## config.mk

```make
export PLATFORM = sky130hd
export DESIGN_NAME = memSubsystem
export DESIGN_NICKNAME = d
export VERILOG_FILES = /design/src/design/memPkg.sv /design/src/design/memBusIf.sv /design/src/design/busArbiter.sv /design/src/design/fetchPort.sv /design/src/design/loadStorePort.sv /design/src/design/memSubsystem.sv
export SDC_FILE = /design/constraint.sdc
export NUM_CORES = 1
export LEC_CHECK = 0
export ABC_AREA = 1
export BUFFER_PORTS_ARGS = -buffer_cell sky130_fd_sc_hd__buf_2
export CORE_MARGIN = 4
export CORE_UTILIZATION = 59
export CTS_CLUSTER_SIZE = 28
export DETAILED_ROUTE_END_ITERATION = 12
export PLACE_DENSITY = 0.86
export SYNTH_ARGS = -nofsm -noshare
export SYNTH_HDL_FRONTEND = slang
export SYNTH_SLANG_ARGS = --single-unit
```

## constraint.sdc

```tcl
create_clock -name clk_in -period 4.3 [get_ports clk_in]
set_input_delay 0.86 -clock clk_in [delete_from_list [all_inputs] [get_ports clk_in]]
set_output_delay 0.86 -clock clk_in [all_outputs]
set_load 0.01 [all_outputs]
```

## src/design/memPkg.sv

```systemverilog
/* widths, access sizes and FSM encodings for the memory subsystem;
   only 18 address bits reach the RAM bus */
`default_nettype none

package memPkg;

    // byte address bits driven on the RAM bus, upper bits of memA are zero
    localparam int AddrWidth = 18;

    // instruction and load/store data width
    localparam int WordWidth = 32;

    // load/store size
    typedef enum logic [1:0] {
        lenByte,
        lenHalf,
        lenWord
    } accessLen_e;

    // client port FSM, drain waits for the last read byte
    typedef enum logic [1:0] {
        portIdle,
        portIssue,
        portDrain
    } portState_e;

    // current bus owner
    typedef enum logic [1:0] {
        arbIdle,
        arbFetch,
        arbLoadStore
    } arbState_e;

endpackage

`default_nettype wire

```

## src/design/memBusIf.sv

```systemverilog
/* one client's byte requests toward the arbiter;
   a byte is issued only when req, grant and rdyIn are high together */
`default_nettype none

interface memBusIf import memPkg::*; ();

    // client side
    logic                 req;
    logic                 write;
    logic [AddrWidth-1:0] addr;
    logic [7:0]           wdata;
    logic                 hold;

    // arbiter side
    logic                 grant;
    logic [7:0]           rdata;
    logic                 rvalid;

    modport client (
        output req, write, addr, wdata, hold,
        input  grant, rdata, rvalid
    );

    modport arbiter (
        input  req, write, addr, wdata, hold,
        output grant, rdata, rvalid
    );

endinterface

`default_nettype wire

```

## src/design/busArbiter.sv

```systemverilog
/* one owner per transaction, load/store wins a tie; read bytes return
   one enabled cycle after the address, a byte arriving in a pause is kept */
`default_nettype none

module busArbiter import memPkg::*; (
    input  wire logic        clk_in,
    input  wire logic        arstN,
    input  wire logic        rdyIn,
    input  wire logic [7:0]  memDin,
    output logic      [7:0]  memDout,
    output logic      [31:0] memA,
    output logic             memWr,
    memBusIf.arbiter         fetchBus,
    memBusIf.arbiter         lsBus
);

    arbState_e            owner;
    arbState_e            curOwner;
    arbState_e            pendOwner;
    logic                 fetchIssue;
    logic                 lsIssue;
    logic                 readIssued;
    logic                 freshRead;
    logic [7:0]           savedByte;
    logic [7:0]           readByte;
    logic [AddrWidth-1:0] busAddr;

    // keep the owner while its transaction is open, else pick a new one
    always_comb begin
        if (owner == arbFetch && fetchBus.hold)
            curOwner = arbFetch;
        else if (owner == arbLoadStore && lsBus.hold)
            curOwner = arbLoadStore;
        else if (lsBus.req)
            curOwner = arbLoadStore;
        else if (fetchBus.req)
            curOwner = arbFetch;
        else
            curOwner = arbIdle;
    end

    assign fetchBus.grant = (curOwner == arbFetch) && fetchBus.req;
    assign lsBus.grant    = (curOwner == arbLoadStore) && lsBus.req;
    assign fetchIssue     = fetchBus.grant && rdyIn;
    assign lsIssue        = lsBus.grant && rdyIn;
    assign readIssued     = (fetchIssue && !fetchBus.write) || (lsIssue && !lsBus.write);

    always_comb begin
        case (curOwner)
            arbFetch:     busAddr = fetchBus.addr;
            arbLoadStore: busAddr = lsBus.addr;
            default:      busAddr = '0;
        endcase
    end

    assign memA    = {{(32-AddrWidth){1'b0}}, busAddr};
    assign memDout = (curOwner == arbLoadStore) ? lsBus.wdata : fetchBus.wdata;
    assign memWr   = (lsIssue && lsBus.write) || (fetchIssue && fetchBus.write);

    always_ff @(posedge clk_in or negedge arstN) begin
        if (!arstN) begin
            owner     <= arbIdle;
            pendOwner <= arbIdle;
            freshRead <= 1'b0;
        end else begin
            // RAM data is on memDin exactly one clock after the address
            freshRead <= readIssued;
            if (rdyIn) begin
                owner     <= curOwner;
                pendOwner <= readIssued ? curOwner : arbIdle;
            end
        end
    end

    always_ff @(posedge clk_in) begin
        if (freshRead)
            savedByte <= memDin;
    end

    assign readByte        = freshRead ? memDin : savedByte;
    assign fetchBus.rdata  = readByte;
    assign lsBus.rdata     = readByte;
    assign fetchBus.rvalid = rdyIn && (pendOwner == arbFetch);
    assign lsBus.rvalid    = rdyIn && (pendOwner == arbLoadStore);

    assert property (@(posedge clk_in) disable iff (!arstN)
        !(fetchBus.grant && lsBus.grant));

    // no RAM write may happen during a pause
    assert property (@(posedge clk_in) disable iff (!arstN)
        !rdyIn |-> !memWr);

endmodule

`default_nettype wire

```

## src/design/fetchPort.sv

```systemverilog
/* fetches four bytes little-endian; misTaken drops the fetch in flight
   and any late read byte, and a busy port ignores fetchEn */
`default_nettype none

module fetchPort import memPkg::*; (
    input  wire logic                 clk_in,
    input  wire logic                 arstN,
    input  wire logic                 rdyIn,
    input  wire logic                 misTaken,
    input  wire logic                 fetchEn,
    input  wire logic [AddrWidth-1:0] fetchAddr,
    output logic                      instOutEn,
    output logic [WordWidth-1:0]      inst,
    memBusIf.client                   bus
);

    portState_e           state;
    logic [AddrWidth-1:0] addrQ;
    logic [1:0]           txCnt;
    logic [1:0]           rxCnt;
    logic                 issue;
    logic                 takeByte;

    assign issue    = bus.req && bus.grant && rdyIn;
    // late bytes after a flush land while idle and are dropped
    assign takeByte = bus.rvalid && (state != portIdle) && !misTaken;

    always_ff @(posedge clk_in or negedge arstN) begin
        if (!arstN) begin
            state     <= portIdle;
            txCnt     <= 2'd0;
            rxCnt     <= 2'd0;
            instOutEn <= 1'b0;
        end else if (misTaken) begin
            state     <= portIdle;
            instOutEn <= 1'b0;
        end else if (rdyIn) begin
            instOutEn <= 1'b0;
            case (state)
                portIdle: begin
                    if (fetchEn) begin
                        state <= portIssue;
                        txCnt <= 2'd0;
                        rxCnt <= 2'd0;
                    end
                end
                portIssue: begin
                    if (issue) begin
                        txCnt <= txCnt + 2'd1;
                        if (txCnt == 2'd3)
                            state <= portDrain;
                    end
                end
                portDrain: begin
                    // fourth byte completes the word
                    if (bus.rvalid) begin
                        state     <= portIdle;
                        instOutEn <= 1'b1;
                    end
                end
                default: state <= portIdle;
            endcase
            if (takeByte)
                rxCnt <= rxCnt + 2'd1;
        end
    end

    always_ff @(posedge clk_in) begin
        if (rdyIn) begin
            if (state == portIdle && fetchEn)
                addrQ <= fetchAddr;
            else if (issue)
                addrQ <= addrQ + AddrWidth'(1);
            // lowest address lands in the low byte
            if (takeByte)
                inst[8*rxCnt +: 8] <= bus.rdata;
        end
    end

    assign bus.req   = (state == portIssue);
    assign bus.write = 1'b0;
    assign bus.addr  = addrQ;
    assign bus.wdata = 8'h00;
    assign bus.hold  = (state != portIdle);

    // the word completes only on its fourth returned byte
    assert property (@(posedge clk_in) disable iff (!arstN)
        (state == portDrain && takeByte) |-> (rxCnt == 2'd3));

endmodule

`default_nettype wire

```

## src/design/loadStorePort.sv

```systemverilog
/* 1, 2 or 4 byte loads and stores, low byte first; loads are zero-extended
   and there is no flush, only committed accesses arrive here */
`default_nettype none

module loadStorePort import memPkg::*; (
    input  wire logic                 clk_in,
    input  wire logic                 arstN,
    input  wire logic                 rdyIn,
    input  wire logic                 lsEn,
    input  wire logic                 lsWrite,
    input  wire accessLen_e           lsLen,
    input  wire logic [AddrWidth-1:0] lsAddr,
    input  wire logic [WordWidth-1:0] sData,
    output logic                      lsDone,
    output logic [WordWidth-1:0]      ldData,
    memBusIf.client                   bus
);

    portState_e           state;
    logic                 writeQ;
    logic [1:0]           lastIdx;
    logic [1:0]           txCnt;
    logic [1:0]           rxCnt;
    logic [AddrWidth-1:0] addrQ;
    logic [WordWidth-1:0] sBuf;
    logic                 issue;

    // index of the final byte for each access size
    function automatic logic [1:0] lastByte(input accessLen_e len);
        case (len)
            lenByte: lastByte = 2'd0;
            lenHalf: lastByte = 2'd1;
            default: lastByte = 2'd3;
        endcase
    endfunction

    assign issue = bus.req && bus.grant && rdyIn;

    always_ff @(posedge clk_in or negedge arstN) begin
        if (!arstN) begin
            state   <= portIdle;
            writeQ  <= 1'b0;
            lastIdx <= 2'd0;
            txCnt   <= 2'd0;
            rxCnt   <= 2'd0;
            lsDone  <= 1'b0;
        end else if (rdyIn) begin
            lsDone <= 1'b0;
            case (state)
                portIdle: begin
                    if (lsEn) begin
                        state   <= portIssue;
                        writeQ  <= lsWrite;
                        lastIdx <= lastByte(lsLen);
                        txCnt   <= 2'd0;
                        rxCnt   <= 2'd0;
                    end
                end
                portIssue: begin
                    if (issue) begin
                        txCnt <= txCnt + 2'd1;
                        if (txCnt == lastIdx) begin
                            // a store is done once its last byte is written
                            if (writeQ) begin
                                state  <= portIdle;
                                lsDone <= 1'b1;
                            end else begin
                                state <= portDrain;
                            end
                        end
                    end
                end
                portDrain: begin
                    if (bus.rvalid) begin
                        state  <= portIdle;
                        lsDone <= 1'b1;
                    end
                end
                default: state <= portIdle;
            endcase
            if (bus.rvalid)
                rxCnt <= rxCnt + 2'd1;
        end
    end

    always_ff @(posedge clk_in) begin
        if (rdyIn) begin
            if (state == portIdle && lsEn) begin
                addrQ  <= lsAddr;
                sBuf   <= sData;
                ldData <= '0;
            end else if (issue) begin
                addrQ <= addrQ + AddrWidth'(1);
                sBuf  <= sBuf >> 8;
            end
            if (bus.rvalid)
                ldData[8*rxCnt +: 8] <= bus.rdata;
        end
    end

    assign bus.req   = (state == portIssue);
    assign bus.write = writeQ;
    assign bus.addr  = addrQ;
    assign bus.wdata = sBuf[7:0];
    assign bus.hold  = (state != portIdle);

    // the bus stays claimed from every issued byte until lsDone
    assert property (@(posedge clk_in) disable iff (!arstN)
        issue |=> (bus.hold || lsDone));

endmodule

`default_nettype wire

```

## src/design/memSubsystem.sv

```systemverilog
/* shares one byte-wide RAM bus between fetch and load/store;
   freezes while rdyIn is low, memA[31:18] is always zero */
`default_nettype none

module memSubsystem import memPkg::*; (
    input  wire logic                 clk_in,
    input  wire logic                 arstN,
    input  wire logic                 rdyIn,
    input  wire logic                 misTaken,

    input  wire logic                 fetchEn,
    input  wire logic [AddrWidth-1:0] fetchAddr,
    output logic                      instOutEn,
    output logic [WordWidth-1:0]      inst,

    input  wire logic                 lsEn,
    input  wire logic                 lsWrite,
    input  wire accessLen_e           lsLen,
    input  wire logic [AddrWidth-1:0] lsAddr,
    input  wire logic [WordWidth-1:0] sData,
    output logic                      lsDone,
    output logic [WordWidth-1:0]      ldData,

    input  wire logic [7:0]           memDin,
    output logic      [7:0]           memDout,
    output logic      [31:0]          memA,
    output logic                      memWr
);

    memBusIf fetchBus ();
    memBusIf lsBus ();

    fetchPort fetcher (
        .clk_in    (clk_in),
        .arstN     (arstN),
        .rdyIn     (rdyIn),
        .misTaken  (misTaken),
        .fetchEn   (fetchEn),
        .fetchAddr (fetchAddr),
        .instOutEn (instOutEn),
        .inst      (inst),
        .bus       (fetchBus.client)
    );

    // load/store port, fed by the non-speculative buffer
    loadStorePort lsPort (
        .clk_in  (clk_in),
        .arstN   (arstN),
        .rdyIn   (rdyIn),
        .lsEn    (lsEn),
        .lsWrite (lsWrite),
        .lsLen   (lsLen),
        .lsAddr  (lsAddr),
        .sData   (sData),
        .lsDone  (lsDone),
        .ldData  (ldData),
        .bus     (lsBus.client)
    );

    busArbiter arbiter (
        .clk_in   (clk_in),
        .arstN    (arstN),
        .rdyIn    (rdyIn),
        .memDin   (memDin),
        .memDout  (memDout),
        .memA     (memA),
        .memWr    (memWr),
        .fetchBus (fetchBus.arbiter),
        .lsBus    (lsBus.arbiter)
    );

endmodule

`default_nettype wire

```

==> impl_metrics.yaml <==
sta:
  fmax_mhz: 290
  rsz0062_at_grt: "false"
  setup_tns_ns: 0
  relSlewSlack_pct: 38.0
  finalHoldViolations: 0
  final.setup.worst_slack_ns: 0.856
  period_share_pct: 80.1
  finClkSkew_ns: 0.0130
  setup_violations: 0
  worst_pin_slew_ns: 0.920
  maxSlewViolCount: 0
  layout_min_cycle_time_ns: 3.44
setup_path:
  crit_family: "adder cells"
  worstPathMaxFanout: 20
  reg2reg_from: "lsPort.state[1]"
  cp.depth: 10
  r2r-end: "lsPort.sBuf[26]"
  r2r_slack_ns: 1.58
  worst-r2r-cell-count: 11
  crit_end: "memA[5]"
  startpoint: "lsPort.state[1]"
  crit_buf_inv: 3
  critical_path.cell_chain: "inv_1 -> ha_1 -> inv_1 -> nand3_1 -> nand3_1 -> nand2_1 -> ha_1 -> nand2_1 -> a21oi_1 -> buf_2"
  critPathMaxStageDelay_ns: 0.60
  start_kind: "flop"
  slowest_stage: "ha_1"
  cp.required_ns: 3.44
  worstSetupPathType: "reg2out"
  end_kind: "output port"
  arrival_ns: 2.58
power_and_ir_drop:
  seq_power_share_pct: 42.8
  swShare_pct: 38.3
  peakVddDrop_mv: 0.345
  p_int_mw: 3.61
  p_leak_nw: 4.41
  p_per_area_mw_per_mm2: 601
  p_comb_share_pct: 33.5
  p_switching_mw: 2.24
  clockPowerShare_pct: 23.7
synthesis:
  synthTopCellsByCount: "nand2_1, edfxtp_1, inv_1, nor2_1, nand3_1"
  avgSynthCellArea_um2: 8.82
  synth_area_leaders: "edfxtp_1, nand2_1, dfrtp_1, inv_1, nor2_1"
  synth_enable_flop_cells: 132
  yosys.cell_count.top_type: "nand2_1"
  postSynth.asyncResetShare_pct: 13.6
  synth_top_family_by_area: "simple AND/OR/NAND/NOR gates"
  yosys.area.top_type: "edfxtp_1"
  ys_seq_area_share_pct: 56.8
  synth_ff_type: "edfxtp_1"
  ys_warn_count: 0
  synth_compound_area_share_pct: 7.17
  synth.area.mux_share_pct: 0.395
  synth_top_area_share_pct: 48.1
  yosysUniqueCellTypes: 35
  synthAdderAreaFrac_pct: 2.43
  syn_inst: 933
  ys_ff_latch: 162
  synthXorXnorAreaFrac_pct: 1.49
  syn_area_mm2: 0.00823
  synthSimpleGateAreaFrac_pct: 24.5
die:
  rows: 42
  die-area_mm2: 0.0159
  initial_utilization_pct: 61.2
  die_y_um: 126
  core_area_mm2: 0.0135
  chipWidth_um: 126
  pin_count: 192
cts:
  path_clk_slew_ns: 0.06
  clkLatencyLatePin_ns: 0.42
  cts_root_buffer: "clkbuf_16"
  cts_sinks: 162
  cts_hold_buf: 0
  numCtsBuffers: 17
  postCtsSetupBuffers: 0
  cts_tree: "done"
  cts_resized: 0
  htreeDepth: 4
  cts.path.max_buffers: 2
layout:
  antenna-diode-count: 0
  final_area_mm2: 0.00973
  stdcell_count: 1293
  area_growth_syn_to_layout_pct: 18.1
  utilization_pct: 72.3
  drive_gt1_share_pct: 20.2
  fin_nets: 1205
route:
  postRouteAntennaNets: 0
  drt_iter0_markers: 797
  vias_per_cell: 5.43
  drt_pass1_iterations: 5
  routed_wl_um: 20300
  routedWlPerCell_um: 15.7
  num_vias: 7020
  drc: 0
grt:
  grt-busiest-layer: "met2"
  grt_usage_pct: 25.3
  gr-total-overflow: 0
  gr-usage-met2_pct: 42.7
  antenna_found_initial: 0
  grtUsageMet3_pct: 6.05
  grt_max_degree: 78
  grt_pass1_wl_um: 32400
  use_met1_pct: 32.2
  grt_pass1_vias: 6635
place:
  pre_cts_slack_ns: 1.30
  place_congestion: 0.996
  dp_hpwl_um: 14400
  dp_cells: 1261
  placed_cell_area_mm2: 0.00919
  port_buffers: 177
run:
  maxCapViolCount: 0
min_path:
  min_path_type: "in2async"
run_status:
  outcome: "finished, final reports clean"
[flip-flops by register name, summed over array words and instances, names as in the netlist, 8 cells and up]
name and flops:
lsPort.bus.addr 18, arbiter.savedByte 8, lsPort.ldData 32, fetcher.inst 32, lsPort.sBuf 32, fetcher.bus.addr 18
[cells in the final DEF, fill, tap and decap left out, types with 2 or more instances in the layout]
cell type | synthesis | final
nand2_1 | 324 | 322
buf_2 | 15 | 177
edfxtp_1 | 132 | 132
inv_1 | 87 | 87
nor2_1 | 87 | 87
nand3_1 | 57 | 57
o21ai_0 | 49 | 48
o22ai_1 | 27 | 27
dfrtp_1 | 22 | 22
a21oi_1 | 20 | 20
clkbuf_16 | 0 | 17
ha_1 | 16 | 16
conb_1 | 1 | 14
nand4_1 | 11 | 11
nor3_1 | 9 | 9
xnor2_1 | 8 | 8
dfxtp_1 | 8 | 8
xor2_1 | 6 | 6
buf_4 | 15 | 6
clkinv_2 | 0 | 5
o21ai_1 | 3 | 4
clkinv_1 | 3 | 4
nor2_4 | 3 | 3
inv_6 | 0 | 3
nand3_2 | 2 | 2
o21a_1 | 2 | 2
nand2_2 | 0 | 2
a31oi_1 | 2 | 2
o31ai_1 | 2 | 2
mux2_2 | 2 | 2
clkinv_4 | 0 | 2
clkbuf_8 | 0 | 2
[per-stage QoR]
| stage | power [mW] | hold slack, ns |
|---|---|---|
| after floorplan | 3.82 | 0.453 |
| after global placement | 4.38 | 0.462 |
| after detailed placement | 4.46 | 0.474 |
| after CTS | 5.84 | 0.417 |
| after global routing | 6.21 | 0.429 |
| final | 5.85 | 0.395 |
[how the worst min path moves through the flow]
stage	startpoint	endpoint	slack, ns	depth (start not counted)
final	arstN	fetcher.txCnt[0]	0.40	1
after floorplan	fetcher.state[1]	fetcher.state[1]	0.45	2
after global placement	lsPort.lsDone	lsPort.lsDone	0.46	2
after detailed placement	lsPort.lsDone	lsPort.lsDone	0.47	2
after CTS	arstN	fetcher.txCnt[0]	0.42	1
after global routing	arstN	fetcher.instOutEn	0.43	1
[final cells by class]
| type | count | area (um^2) |
|---|---|---|
| Multi-Input combinational cell | 649 | 3020 |
| Clock inverter | 12 | 80.1 |
| Fill cell | 1047 | 3730 |
| Clock buffer | 20 | 457 |
| Sequential cell | 162 | 4670 |
| Timing Repair Buffer | 183 | 931 |
| Inverter | 91 | 342 |
| Tap cell | 176 | 220 |
[per-layer routing]
metal  vias to the layer above  part of all wire, %
li1                       3401                    -
met1                      3200                   38
met2                       371                   50
met3                        48                  9.6
met4                         0                  2.1
met5                         -                    0
[worst register-to-register path, delay by kind of cell (launching register included)]
kind	cells	cell delay [ns]
adder cells (fa/ha/maj)	2	0.43
buffers and inverters	4	0.63
flip-flops	1	0.39
AND/OR/NAND/NOR	5	0.97
[power groups by stage]
stage	logic [mW]	registers [mW]	clock network [mW]
after floorplan	1.37	2.45	0
after global placement	1.87	2.51	0
after detailed placement	1.94	2.52	0
after CTS	1.96	2.49	1.39
after global routing	2.21	2.53	1.47
final	1.96	2.50	1.39
[kinds of logic after synthesis]
kind of cell	count (synthesis)
AO/OA/AOI/OAI	107
XOR/XNOR	14
adder cells (fa/ha/maj)	16
buffers and inverters	135
flip-flops	162
multiplexers	3
other	1
AND/OR/NAND/NOR	495
No activity file was read; power rests on OpenSTA's default activity.
